--- config.mk ---
export PLATFORM = sky130hd
export DESIGN_NAME = statusUnit
export DESIGN_NICKNAME = d
export VERILOG_FILES = /design/src/rtl/psrPkg.sv /design/src/rtl/condEval.sv /design/src/rtl/exceptionPrioritizer.sv /design/src/rtl/msrMerge.sv /design/src/rtl/psrBank.sv /design/src/rtl/statusUnit.sv
export SDC_FILE = /design/constraint.sdc
export NUM_CORES = 1
export LEC_CHECK = 0
export BUFFER_PORTS_ARGS = -buffer_cell sky130_fd_sc_hd__clkbuf_2
export CORE_MARGIN = 2
export CORE_UTILIZATION = 60
export CTS_BUF_LIST = sky130_fd_sc_hd__clkbuf_4 sky130_fd_sc_hd__clkbuf_8
export CTS_CLUSTER_SIZE = 25
export DETAILED_ROUTE_END_ITERATION = 8
export PLACE_DENSITY = 0.86
export SYNTH_ARGS = -nofsm -noshare
export SYNTH_HDL_FRONTEND = slang
export SYNTH_SLANG_ARGS = --single-unit
export TNS_END_PERCENT = 100
--- constraint.sdc ---
create_clock -name clk -period 7.65 [get_ports clk]
set_input_delay 0.3825 -clock clk [delete_from_list [all_inputs] [get_ports clk]]
set_output_delay 0.3825 -clock clk [all_outputs]
set_load 0.02 [all_outputs]
--- src/rtl/psrPkg.sv ---
package psrPkg;

  localparam int psrWidth = 32;
  localparam int numSpsr  = 5; // Banked SPSR slots

  // Flag and mask bit positions
  localparam int bitN    = 31;
  localparam int bitZ    = 30;
  localparam int bitC    = 29;
  localparam int bitV    = 28;
  localparam int bitI    = 7;  // IRQ disable
  localparam int bitF    = 6;  // FIQ disable
  localparam int modeMsb = 4;  // Mode field is [4:0]

  typedef enum logic [4:0] {
    modeUsr = 5'b10000,
    modeFiq = 5'b10001,
    modeIrq = 5'b10010,
    modeSvc = 5'b10011,
    modeAbt = 5'b10111,
    modeUnd = 5'b11011,
    modeSys = 5'b11111
  } modeT;

  // Order follows exception priority, highest first
  typedef enum logic [2:0] {
    excNone,
    excDataAbort,
    excFastIrq,
    excIrq,
    excPrefetchAbort,
    excUndefined,
    excSoftwareIrq
  } excT;

  typedef enum logic [3:0] {
    condEq, condNe, condCs, condCc,
    condMi, condPl, condVs, condVc,
    condHi, condLs, condGe, condLt,
    condGt, condLe, condAl, condNv
  } condT;

  typedef enum logic [2:0] {
    bankSvc = 3'd0,
    bankAbt = 3'd1,
    bankUnd = 3'd2,
    bankIrq = 3'd3,
    bankFiq = 3'd4
  } bankIdxT;

  // Supervisor, I and F set, flags clear
  localparam logic [psrWidth-1:0] psrReset = 32'h0000_00D3;

  localparam logic [psrWidth-1:0] vecDataAbort = 32'h0000_0010;
  localparam logic [psrWidth-1:0] vecFiq       = 32'h0000_001C;
  localparam logic [psrWidth-1:0] vecIrq       = 32'h0000_0018;
  localparam logic [psrWidth-1:0] vecPrefetch  = 32'h0000_000C;
  localparam logic [psrWidth-1:0] vecUndef     = 32'h0000_0004;
  localparam logic [psrWidth-1:0] vecSwi       = 32'h0000_0008;

  // True for the seven architected mode encodings
  function automatic logic isLegalMode(input logic [modeMsb:0] mode);
    case (mode)
      modeUsr, modeFiq, modeIrq, modeSvc,
      modeAbt, modeUnd, modeSys: isLegalMode = 1'b1;
      default:                   isLegalMode = 1'b0;
    endcase
  endfunction

endpackage

--- src/rtl/condEval.sv ---
`timescale 1ns/100ps

module condEval (
  input  psrPkg::condT cond,  // Condition field of the retiring op
  input  logic [3:0]   flags, // N Z C V, as in CPSR[31:28]
  output logic         pass
);
  import psrPkg::*;

  logic n;
  logic z;
  logic c;
  logic v;

  // Offsets relative to the flag nibble
  assign n = flags[bitN - bitV];
  assign z = flags[bitZ - bitV];
  assign c = flags[bitC - bitV];
  assign v = flags[bitV - bitV];

  always_comb begin
    case (cond)
      condEq: pass = z;
      condNe: pass = !z;
      condCs: pass = c;          // Unsigned higher or same
      condCc: pass = !c;
      condMi: pass = n;
      condPl: pass = !n;
      condVs: pass = v;
      condVc: pass = !v;
      condHi: pass = c && !z;    // Unsigned higher
      condLs: pass = !c || z;
      // Signed compares from N xor V
      condGe: pass = (n == v);
      condLt: pass = (n != v);
      condGt: pass = !z && (n == v);
      condLe: pass = z || (n != v);
      condAl: pass = 1'b1;
      condNv: pass = 1'b0;       // Never code
      default: pass = 1'b0;
    endcase
  end

endmodule

--- src/rtl/exceptionPrioritizer.sv ---
`timescale 1ns/100ps

module exceptionPrioritizer (
  input  logic [5:0]                  exceptions, // undef swi pabt dabt irq fiq
  input  logic [psrPkg::psrWidth-1:0] cpsr,
  output psrPkg::excT                 exc,
  output psrPkg::modeT                excMode,
  output logic                        newFiqMask,
  output logic                        vectorTaken,
  output logic [psrPkg::psrWidth-1:0] vectorAddr
);
  import psrPkg::*;

  logic             undefReq;
  logic             swiReq;
  logic             prefetchReq;
  logic             dataAbortReq;
  logic             irqReq;
  logic             fiqReq;
  logic             undefOk;
  logic             swiOk;
  logic             prefetchOk;
  logic             dataAbortOk;
  logic             irqOk;
  logic             fiqOk;
  logic [modeMsb:0] curMode;

  assign {undefReq, swiReq, prefetchReq, dataAbortReq, irqReq, fiqReq} = exceptions;
  assign curMode = cpsr[modeMsb:0];

  // Masking and no re-entry into the mode already running
  assign dataAbortOk = dataAbortReq && (curMode != modeAbt);
  assign fiqOk       = fiqReq && !cpsr[bitF] && (curMode != modeFiq);
  assign irqOk       = irqReq && !cpsr[bitI] && (curMode != modeIrq);
  assign prefetchOk  = prefetchReq && (curMode != modeAbt);
  assign undefOk     = undefReq && (curMode != modeUnd);
  assign swiOk       = swiReq && (curMode != modeSvc);

  always_comb begin
    exc        = excNone;
    excMode    = modeT'(curMode); // Don't care when nothing is taken
    vectorAddr = '0;
    if (dataAbortOk) begin
      exc        = excDataAbort;
      excMode    = modeAbt;
      vectorAddr = vecDataAbort;
    end else if (fiqOk) begin
      exc        = excFastIrq;
      excMode    = modeFiq;
      vectorAddr = vecFiq;
    end else if (irqOk) begin
      exc        = excIrq;
      excMode    = modeIrq;
      vectorAddr = vecIrq;
    end else if (prefetchOk) begin
      exc        = excPrefetchAbort;
      excMode    = modeAbt;
      vectorAddr = vecPrefetch;
    end else if (undefOk) begin
      exc        = excUndefined;
      excMode    = modeUnd;
      vectorAddr = vecUndef;
    end else if (swiOk) begin
      exc        = excSoftwareIrq;
      excMode    = modeSvc;
      vectorAddr = vecSwi;
    end
  end

  assign newFiqMask  = (exc == excFastIrq); // F set only on FIQ entry
  assign vectorTaken = (exc != excNone);

endmodule

--- src/rtl/msrMerge.sv ---
`timescale 1ns/100ps

module msrMerge (
  input  logic [4:0]                  mask,    // [4] SPSR, [3:0] f s x c
  input  logic [psrPkg::psrWidth-1:0] operand,
  input  logic [psrPkg::psrWidth-1:0] cpsr,
  input  logic [psrPkg::psrWidth-1:0] spsr,    // Current mode's SPSR
  output logic [psrPkg::psrWidth-1:0] msrValue,
  output logic                        msrValid
);
  import psrPkg::*;

  logic [psrWidth-1:0] target;
  logic [modeMsb:0]    curMode;
  logic                privileged;
  logic                hasSpsr;
  logic                spsrSel;
  logic                anyField;
  logic [modeMsb:0]    newMode;

  assign spsrSel  = mask[4];
  assign anyField = |mask[3:0];
  assign curMode  = cpsr[modeMsb:0];

  // Register being written supplies the untouched bytes
  assign target = spsrSel ? spsr : cpsr;

  assign privileged = (curMode != modeUsr);
  assign hasSpsr    = (curMode != modeUsr) && (curMode != modeSys);

  // Illegal mode value leaves the old mode in place
  assign newMode = isLegalMode(operand[modeMsb:0]) ? operand[modeMsb:0]
                                                   : target[modeMsb:0];

  always_comb begin
    msrValue = target;

    // Flags byte, open in every mode
    if (mask[3]) begin
      msrValue[31:24] = operand[31:24];
    end

    // Status and extension bytes need privilege
    if (mask[2] && privileged) begin
      msrValue[23:16] = operand[23:16];
    end
    if (mask[1] && privileged) begin
      msrValue[15:8] = operand[15:8];
    end

    // Control byte, masks and T plus the mode field
    if (mask[0] && privileged) begin
      msrValue[7:modeMsb+1] = operand[7:modeMsb+1];
      msrValue[modeMsb:0]   = newMode;
    end
  end

  // No fields selected means no MSR at all
  // SPSR target needs a mode that banks one
  assign msrValid = anyField && (!spsrSel || hasSpsr);

endmodule

--- src/rtl/psrBank.sv ---
`timescale 1ns/100ps

module psrBank (
  input  logic                        clk,
  input  logic                        reset,
  input  logic                        advance,    // Commit this edge
  input  logic                        condPass,
  input  psrPkg::excT                 exc,
  input  psrPkg::modeT                excMode,
  input  logic                        newFiqMask,
  input  logic                        msrSpsr,    // MSR targets the SPSR
  input  logic                        msrValid,
  input  logic [psrPkg::psrWidth-1:0] msrValue,
  input  logic                        restore,
  input  logic                        flagsWrite,
  input  logic [3:0]                  flagsValue,
  output logic [psrPkg::psrWidth-1:0] cpsr,
  output logic [psrPkg::psrWidth-1:0] spsr
);
  import psrPkg::*;

  logic [numSpsr-1:0][psrWidth-1:0] spsrBank; // One slot per exception mode
  logic [modeMsb:0]                 curMode;
  logic                             curHasSpsr;
  bankIdxT                          curSlot;
  bankIdxT                          excSlot;
  logic [psrWidth-1:0]              excCpsr;
  logic                             restoreOk;

  function automatic bankIdxT slotOf(input logic [modeMsb:0] mode);
    case (mode)
      modeAbt: slotOf = bankAbt;
      modeUnd: slotOf = bankUnd;
      modeIrq: slotOf = bankIrq;
      modeFiq: slotOf = bankFiq;
      default: slotOf = bankSvc; // svc, usr and sys land here
    endcase
  endfunction

  assign curMode    = cpsr[modeMsb:0];
  assign curHasSpsr = (curMode != modeUsr) && (curMode != modeSys);
  assign curSlot    = slotOf(curMode);
  assign excSlot    = slotOf(excMode);

  // usr and sys have no SPSR and mirror the CPSR
  assign spsr = curHasSpsr ? spsrBank[curSlot] : cpsr;

  // Entry value keeps the flags and sets I, F and the mode
  always_comb begin
    excCpsr              = '0;
    excCpsr[bitN:bitV]   = cpsr[bitN:bitV];
    excCpsr[bitI]        = 1'b1;
    excCpsr[bitF]        = newFiqMask;
    excCpsr[modeMsb:0]   = excMode;
  end

  // An SPSR never written since reset holds mode zero and is skipped
  assign restoreOk = curHasSpsr && isLegalMode(spsr[modeMsb:0]);

  always_ff @(posedge clk) begin
    if (reset) begin
      cpsr     <= psrReset;
      spsrBank <= '0;
    end else if (advance) begin
      if (exc != excNone) begin        // Not gated by the condition
        spsrBank[excSlot] <= cpsr;
        cpsr              <= excCpsr;
      end else if (msrValid && condPass) begin
        if (msrSpsr) begin
          spsrBank[curSlot] <= msrValue;
        end else begin
          cpsr <= msrValue;
        end
      end else if (restore && condPass) begin
        if (restoreOk) begin
          cpsr <= spsr;
        end
      end else if (flagsWrite && condPass) begin
        cpsr[bitN:bitV] <= flagsValue;
      end
    end
  end

  // Mode field stays architected out of reset
  assert property (@(posedge clk) disable iff (reset)
    isLegalMode(cpsr[modeMsb:0]))
    else $error("illegal CPSR mode %b", cpsr[modeMsb:0]);

  // SPSR writes come only from exception entry or an MSR in a banked mode
  assert property (@(posedge clk) disable iff (reset)
    (spsrBank != $past(spsrBank)) |->
      ($past(reset) ||
       $past(advance && ((exc != excNone) ||
                         (condPass && msrValid && msrSpsr && curHasSpsr)))))
    else $error("SPSR bank changed without exception or MSR");

endmodule

--- src/rtl/statusUnit.sv ---
`timescale 1ns/100ps

module statusUnit (
  input  logic                        clk,
  input  logic                        reset,
  input  logic                        advance,
  input  psrPkg::condT                condCode,
  input  logic [3:0]                  flagsNext,
  input  logic                        flagsWrite,
  input  logic                        coprocFlags, // Flags from operand[31:28]
  input  logic [4:0]                  msrMask,
  input  logic [psrPkg::psrWidth-1:0] operand,
  input  logic                        restore,
  input  logic [5:0]                  exceptions,
  output logic [psrPkg::psrWidth-1:0] cpsr,
  output logic [psrPkg::psrWidth-1:0] spsr,
  output logic                        condPass,
  output logic                        vectorTaken,
  output logic [psrPkg::psrWidth-1:0] vectorAddr
);
  import psrPkg::*;

  excT                 exc;
  modeT                excMode;
  logic                newFiqMask;
  logic [psrWidth-1:0] msrValue;
  logic                msrValid;
  logic [3:0]          flagsValue;

  // Coprocessor transfers deliver flags on the operand
  assign flagsValue = coprocFlags ? operand[bitN:bitV] : flagsNext;

  condEval uCond (
    .cond  (condCode),
    .flags (cpsr[bitN:bitV]),
    .pass  (condPass)
  );

  exceptionPrioritizer uExc (
    .exceptions  (exceptions),
    .cpsr        (cpsr),
    .exc         (exc),
    .excMode     (excMode),
    .newFiqMask  (newFiqMask),
    .vectorTaken (vectorTaken),
    .vectorAddr  (vectorAddr)
  );

  msrMerge uMsr (
    .mask     (msrMask),
    .operand  (operand),
    .cpsr     (cpsr),
    .spsr     (spsr),
    .msrValue (msrValue),
    .msrValid (msrValid)
  );

  psrBank uBank (
    .clk        (clk),
    .reset      (reset),
    .advance    (advance),
    .condPass   (condPass),
    .exc        (exc),
    .excMode    (excMode),
    .newFiqMask (newFiqMask),
    .msrSpsr    (msrMask[4]),
    .msrValid   (msrValid),
    .msrValue   (msrValue),
    .restore    (restore),
    .flagsWrite (flagsWrite),
    .flagsValue (flagsValue),
    .cpsr       (cpsr),
    .spsr       (spsr)
  );

endmodule

==> results.yml <==
drt:
  wirelength_mm: 38.8
  ant_nets: 0
  vias_per_cell: 7.28
  post_drt_wl_per_cell_um: 23.8
  drt_pass1_iterations: 6
  drt_iter0_drc: 1812
  drc_errors: 0
  vias: 11900
timing:
  slew_headroom_pct: 15.0
  setup_tns_ns: 0
  setup_viol: 0
  period_share_pct: 58.5
  maxSlewViolCount: 0
  clock.fmax_ghz: 0.224
  layout_min_cycle_time_ns: 4.47
  rsz0062_at_grt: "no"
  finalClockSkew_ns: 0.0142
  hold_viol_final: 0
  worst_pin_slew_ns: 1.27
setup_path:
  path_cells: "nand3_1 -> o21ai_1 -> nand3_1 -> a41o_1 -> buf_4 -> a41o_1 -> a21oi_2 -> nand2_1 -> o21ai_0"
  critPathArrivalTime_ns: 4.87
  worstSetupPathType: "flip-flop to flip-flop"
  endpoint_kind: "flip-flop"
  cp-start-kind: "flip-flop"
  crit_family: "compound AO/OA/AOI/OAI gates"
  required_ns: 8.04
  cp_slowest_stage_delay_ns: 0.94
  cp_max_fo: 32
  critPathSlowestCell: "a21oi_2"
  cp_num_buf_inv: 1
global_routing:
  grt_max_degree: 63
  grt_first_pass_wirelength_mm: 60.4
  grt_use_total_pct: 37.8
  grt_pass1_vias: 11100
  grt_overflow_total: 0
  antenna_found_initial: 0
worst_hold_path:
  hold_path_class: "input pin to flip-flop"
floorplanning:
  dieArea_um2: 20000
  io_pins: 155
  die_h_um: 142
  die_w_um: 142
  core_area_um2: 18600
  fp-row-count: 50
  initial_core_util_pct: 60.9
clock_network:
  clock_path_buffers: 2
  root_buffer: "clkbuf_8"
  cts-hold-fix-buffers: 0
  insertion_delay_ns: 0.50
  cts_max_level: 4
  cts_resized: 0
  numCtsBuffers: 17
  cts.sinks: 192
  clk_pin_slew_ns: 0.11
  cts_tree: "built"
  post_cts_buffers: 0
power_and_ir_drop:
  combPwrFrac_pct: 24.4
  power.share.switching_pct: 34.7
  vdd_drop_max_uv: 124
  cellPowerDensity_nw_per_um2: 196
  p_sw_uw: 827
  p_leak_uw: 0.00465
  p_int_uw: 1560
  seq_power_share_pct: 43.9
  clock_power_share_pct: 31.7
logic_synthesis:
  synth-simple-area-share_pct: 16.6
  synth_top_family_by_area: "compound AO/OA/AOI/OAI gates"
  synth_top_area_share_pct: 33.8
  synth_compound_area_share_pct: 35.0
  synth-seq-cells: 192
  ys_seq_area_share_pct: 33.8
  ys_warn_count: 0
  synthXorXnorAreaFrac_pct: 0.540
  synth_edf_count: 0
  synthAdderAreaFrac_pct: 0
  synth-main-ff-cell: "dfxtp_1"
  synth-async-reset-ratio_pct: 0
  synth_cell_types: 76
  synth_area_per_cell_um2: 8.29
  synth_area_leaders: "dfxtp_1, a221oi_1, a22oi_1, nor2_1, mux2i_1"
  synth_mux_area_share_pct: 5.50
  synthCells: 1370
  yosysTopAreaCell: "dfxtp_1"
  syn_area_um2: 11400
cells_and_area:
  layout_common_cells: "dfxtp_1, nor2_1, clkbuf_2"
  nFillCells: 1520
  antenna_cells: 0
  drive_gt1_share_pct: 18.9
  multiInputGateArea_um2: 6710
  utilization_pct: 65.3
  nNetsFinal: 1443
  register_area_um2: 3840
  synthToLayoutAreaGrowth_pct: 7.22
  final_common_cell: "dfxtp_1"
placed_design:
  hpwlAfterDp_mm: 22.6
  placement.io_buffers: 125
  place_congestion: 0.960
run:
  cap_violations: 0
status:
  outcome: "finished, final reports clean"
-- flip-flops by register name, summed over array words and instances (netlist names) --
register	cells
uBank.cpsr	32
uBank.spsrBank	160
-- path summary, 6_finish.rpt --
check	start	end	slack [ns]	cells past startpoint
setup reg to reg	uBank.cpsr[4]	uBank.spsrBank[48]	3.18	9
hold / removal	operand[7]	uBank.spsrBank[103]	0.35	5
hold reg to reg	uBank.spsrBank[43]	uBank.spsrBank[43]	0.46	2
setup / recovery	uBank.cpsr[4]	uBank.spsrBank[48]	3.18	9
-- Yosys cell counts (all sizes together) (5+ instances only) --
master and instances:
a211oi 6, a221oi 117, o21ai 117, and2 5
a21oi 37, and3 13, mux2i 50, clkbuf 86
nor3 51, mux2 11, dfxtp 192, nor2b 15
o22ai 6, buf 96, a22oi 99, nand2b 9
nand3 40, nor4 5, o31ai 5, o2bb2ai 49
a31oi 11, inv 19, nand2 59, a41oi 23
nor2 183, nand3b 5
-- through the flow --
stage	power (µW)	worst slack, ns	hold WS [ns]	cell area, µm²	std cells
floorplan	1470	4.69	0.426	11500	1398
global placement	1620	3.56	0.434	11700	1601
detailed placement	1630	3.41	0.441	11700	1601
CTS	2350	3.33	0.358	12200	1633
global route	2450	2.96	0.392	12200	1633
finish	2380	3.18	0.350	12200	1633
-- cell type report --
| class | instances | area share [%] |
|---|---|---|
| sequential | 192 | 31.6 |
| tap | 234 | 2.40 |
| multi-input combinational | 1005 | 55.1 |
| clock buffer | 20 | 2.11 |
| clock inverter | 12 | 1.49 |
| timing repair buffer | 151 | 6.74 |
| inverter | 19 | 0.586 |
-- worst reg2reg max path: stages, from the launching register on --
cell and delay [ns]:
dfxtp_1 0.82, nand3_1 0.42, o21ai_1 0.66, nand3_1 0.35, a41o_1 0.30, buf_4 0.26
a41o_1 0.32, a21oi_2 0.94, nand2_1 0.17, o21ai_0 0.15
-- power groups by stage --
| stage | logic [µW] | registers, µW | clock network (µW) |
|---|---|---|---|
| final | 582 | 1050 | 755 |
| after detailed placement | 558 | 1070 | 0 |
| after global routing | 613 | 1050 | 784 |
| after global placement | 550 | 1070 | 0 |
| after CTS | 559 | 1050 | 747 |
| after floorplan | 403 | 1070 | 0 |
-- cell families after synthesis --
logic type / Yosys count
buffers and inverters: 201
DFF: 192
xor gates and xnor gates: 7
other: 1
and+or+nand+nor: 398
muxes: 61
AOI/OAI and AO/OA: 510
-- per-layer routing --
metal | track usage [%] | routed length [µm]
met5 | 0 | 0
met4 | 20.7 | 1670
met1 | 49.3 | 15100
met3 | 9.45 | 5150
met2 | 57.7 | 16900
Note: power is estimated with default switching activity, not from simulation.
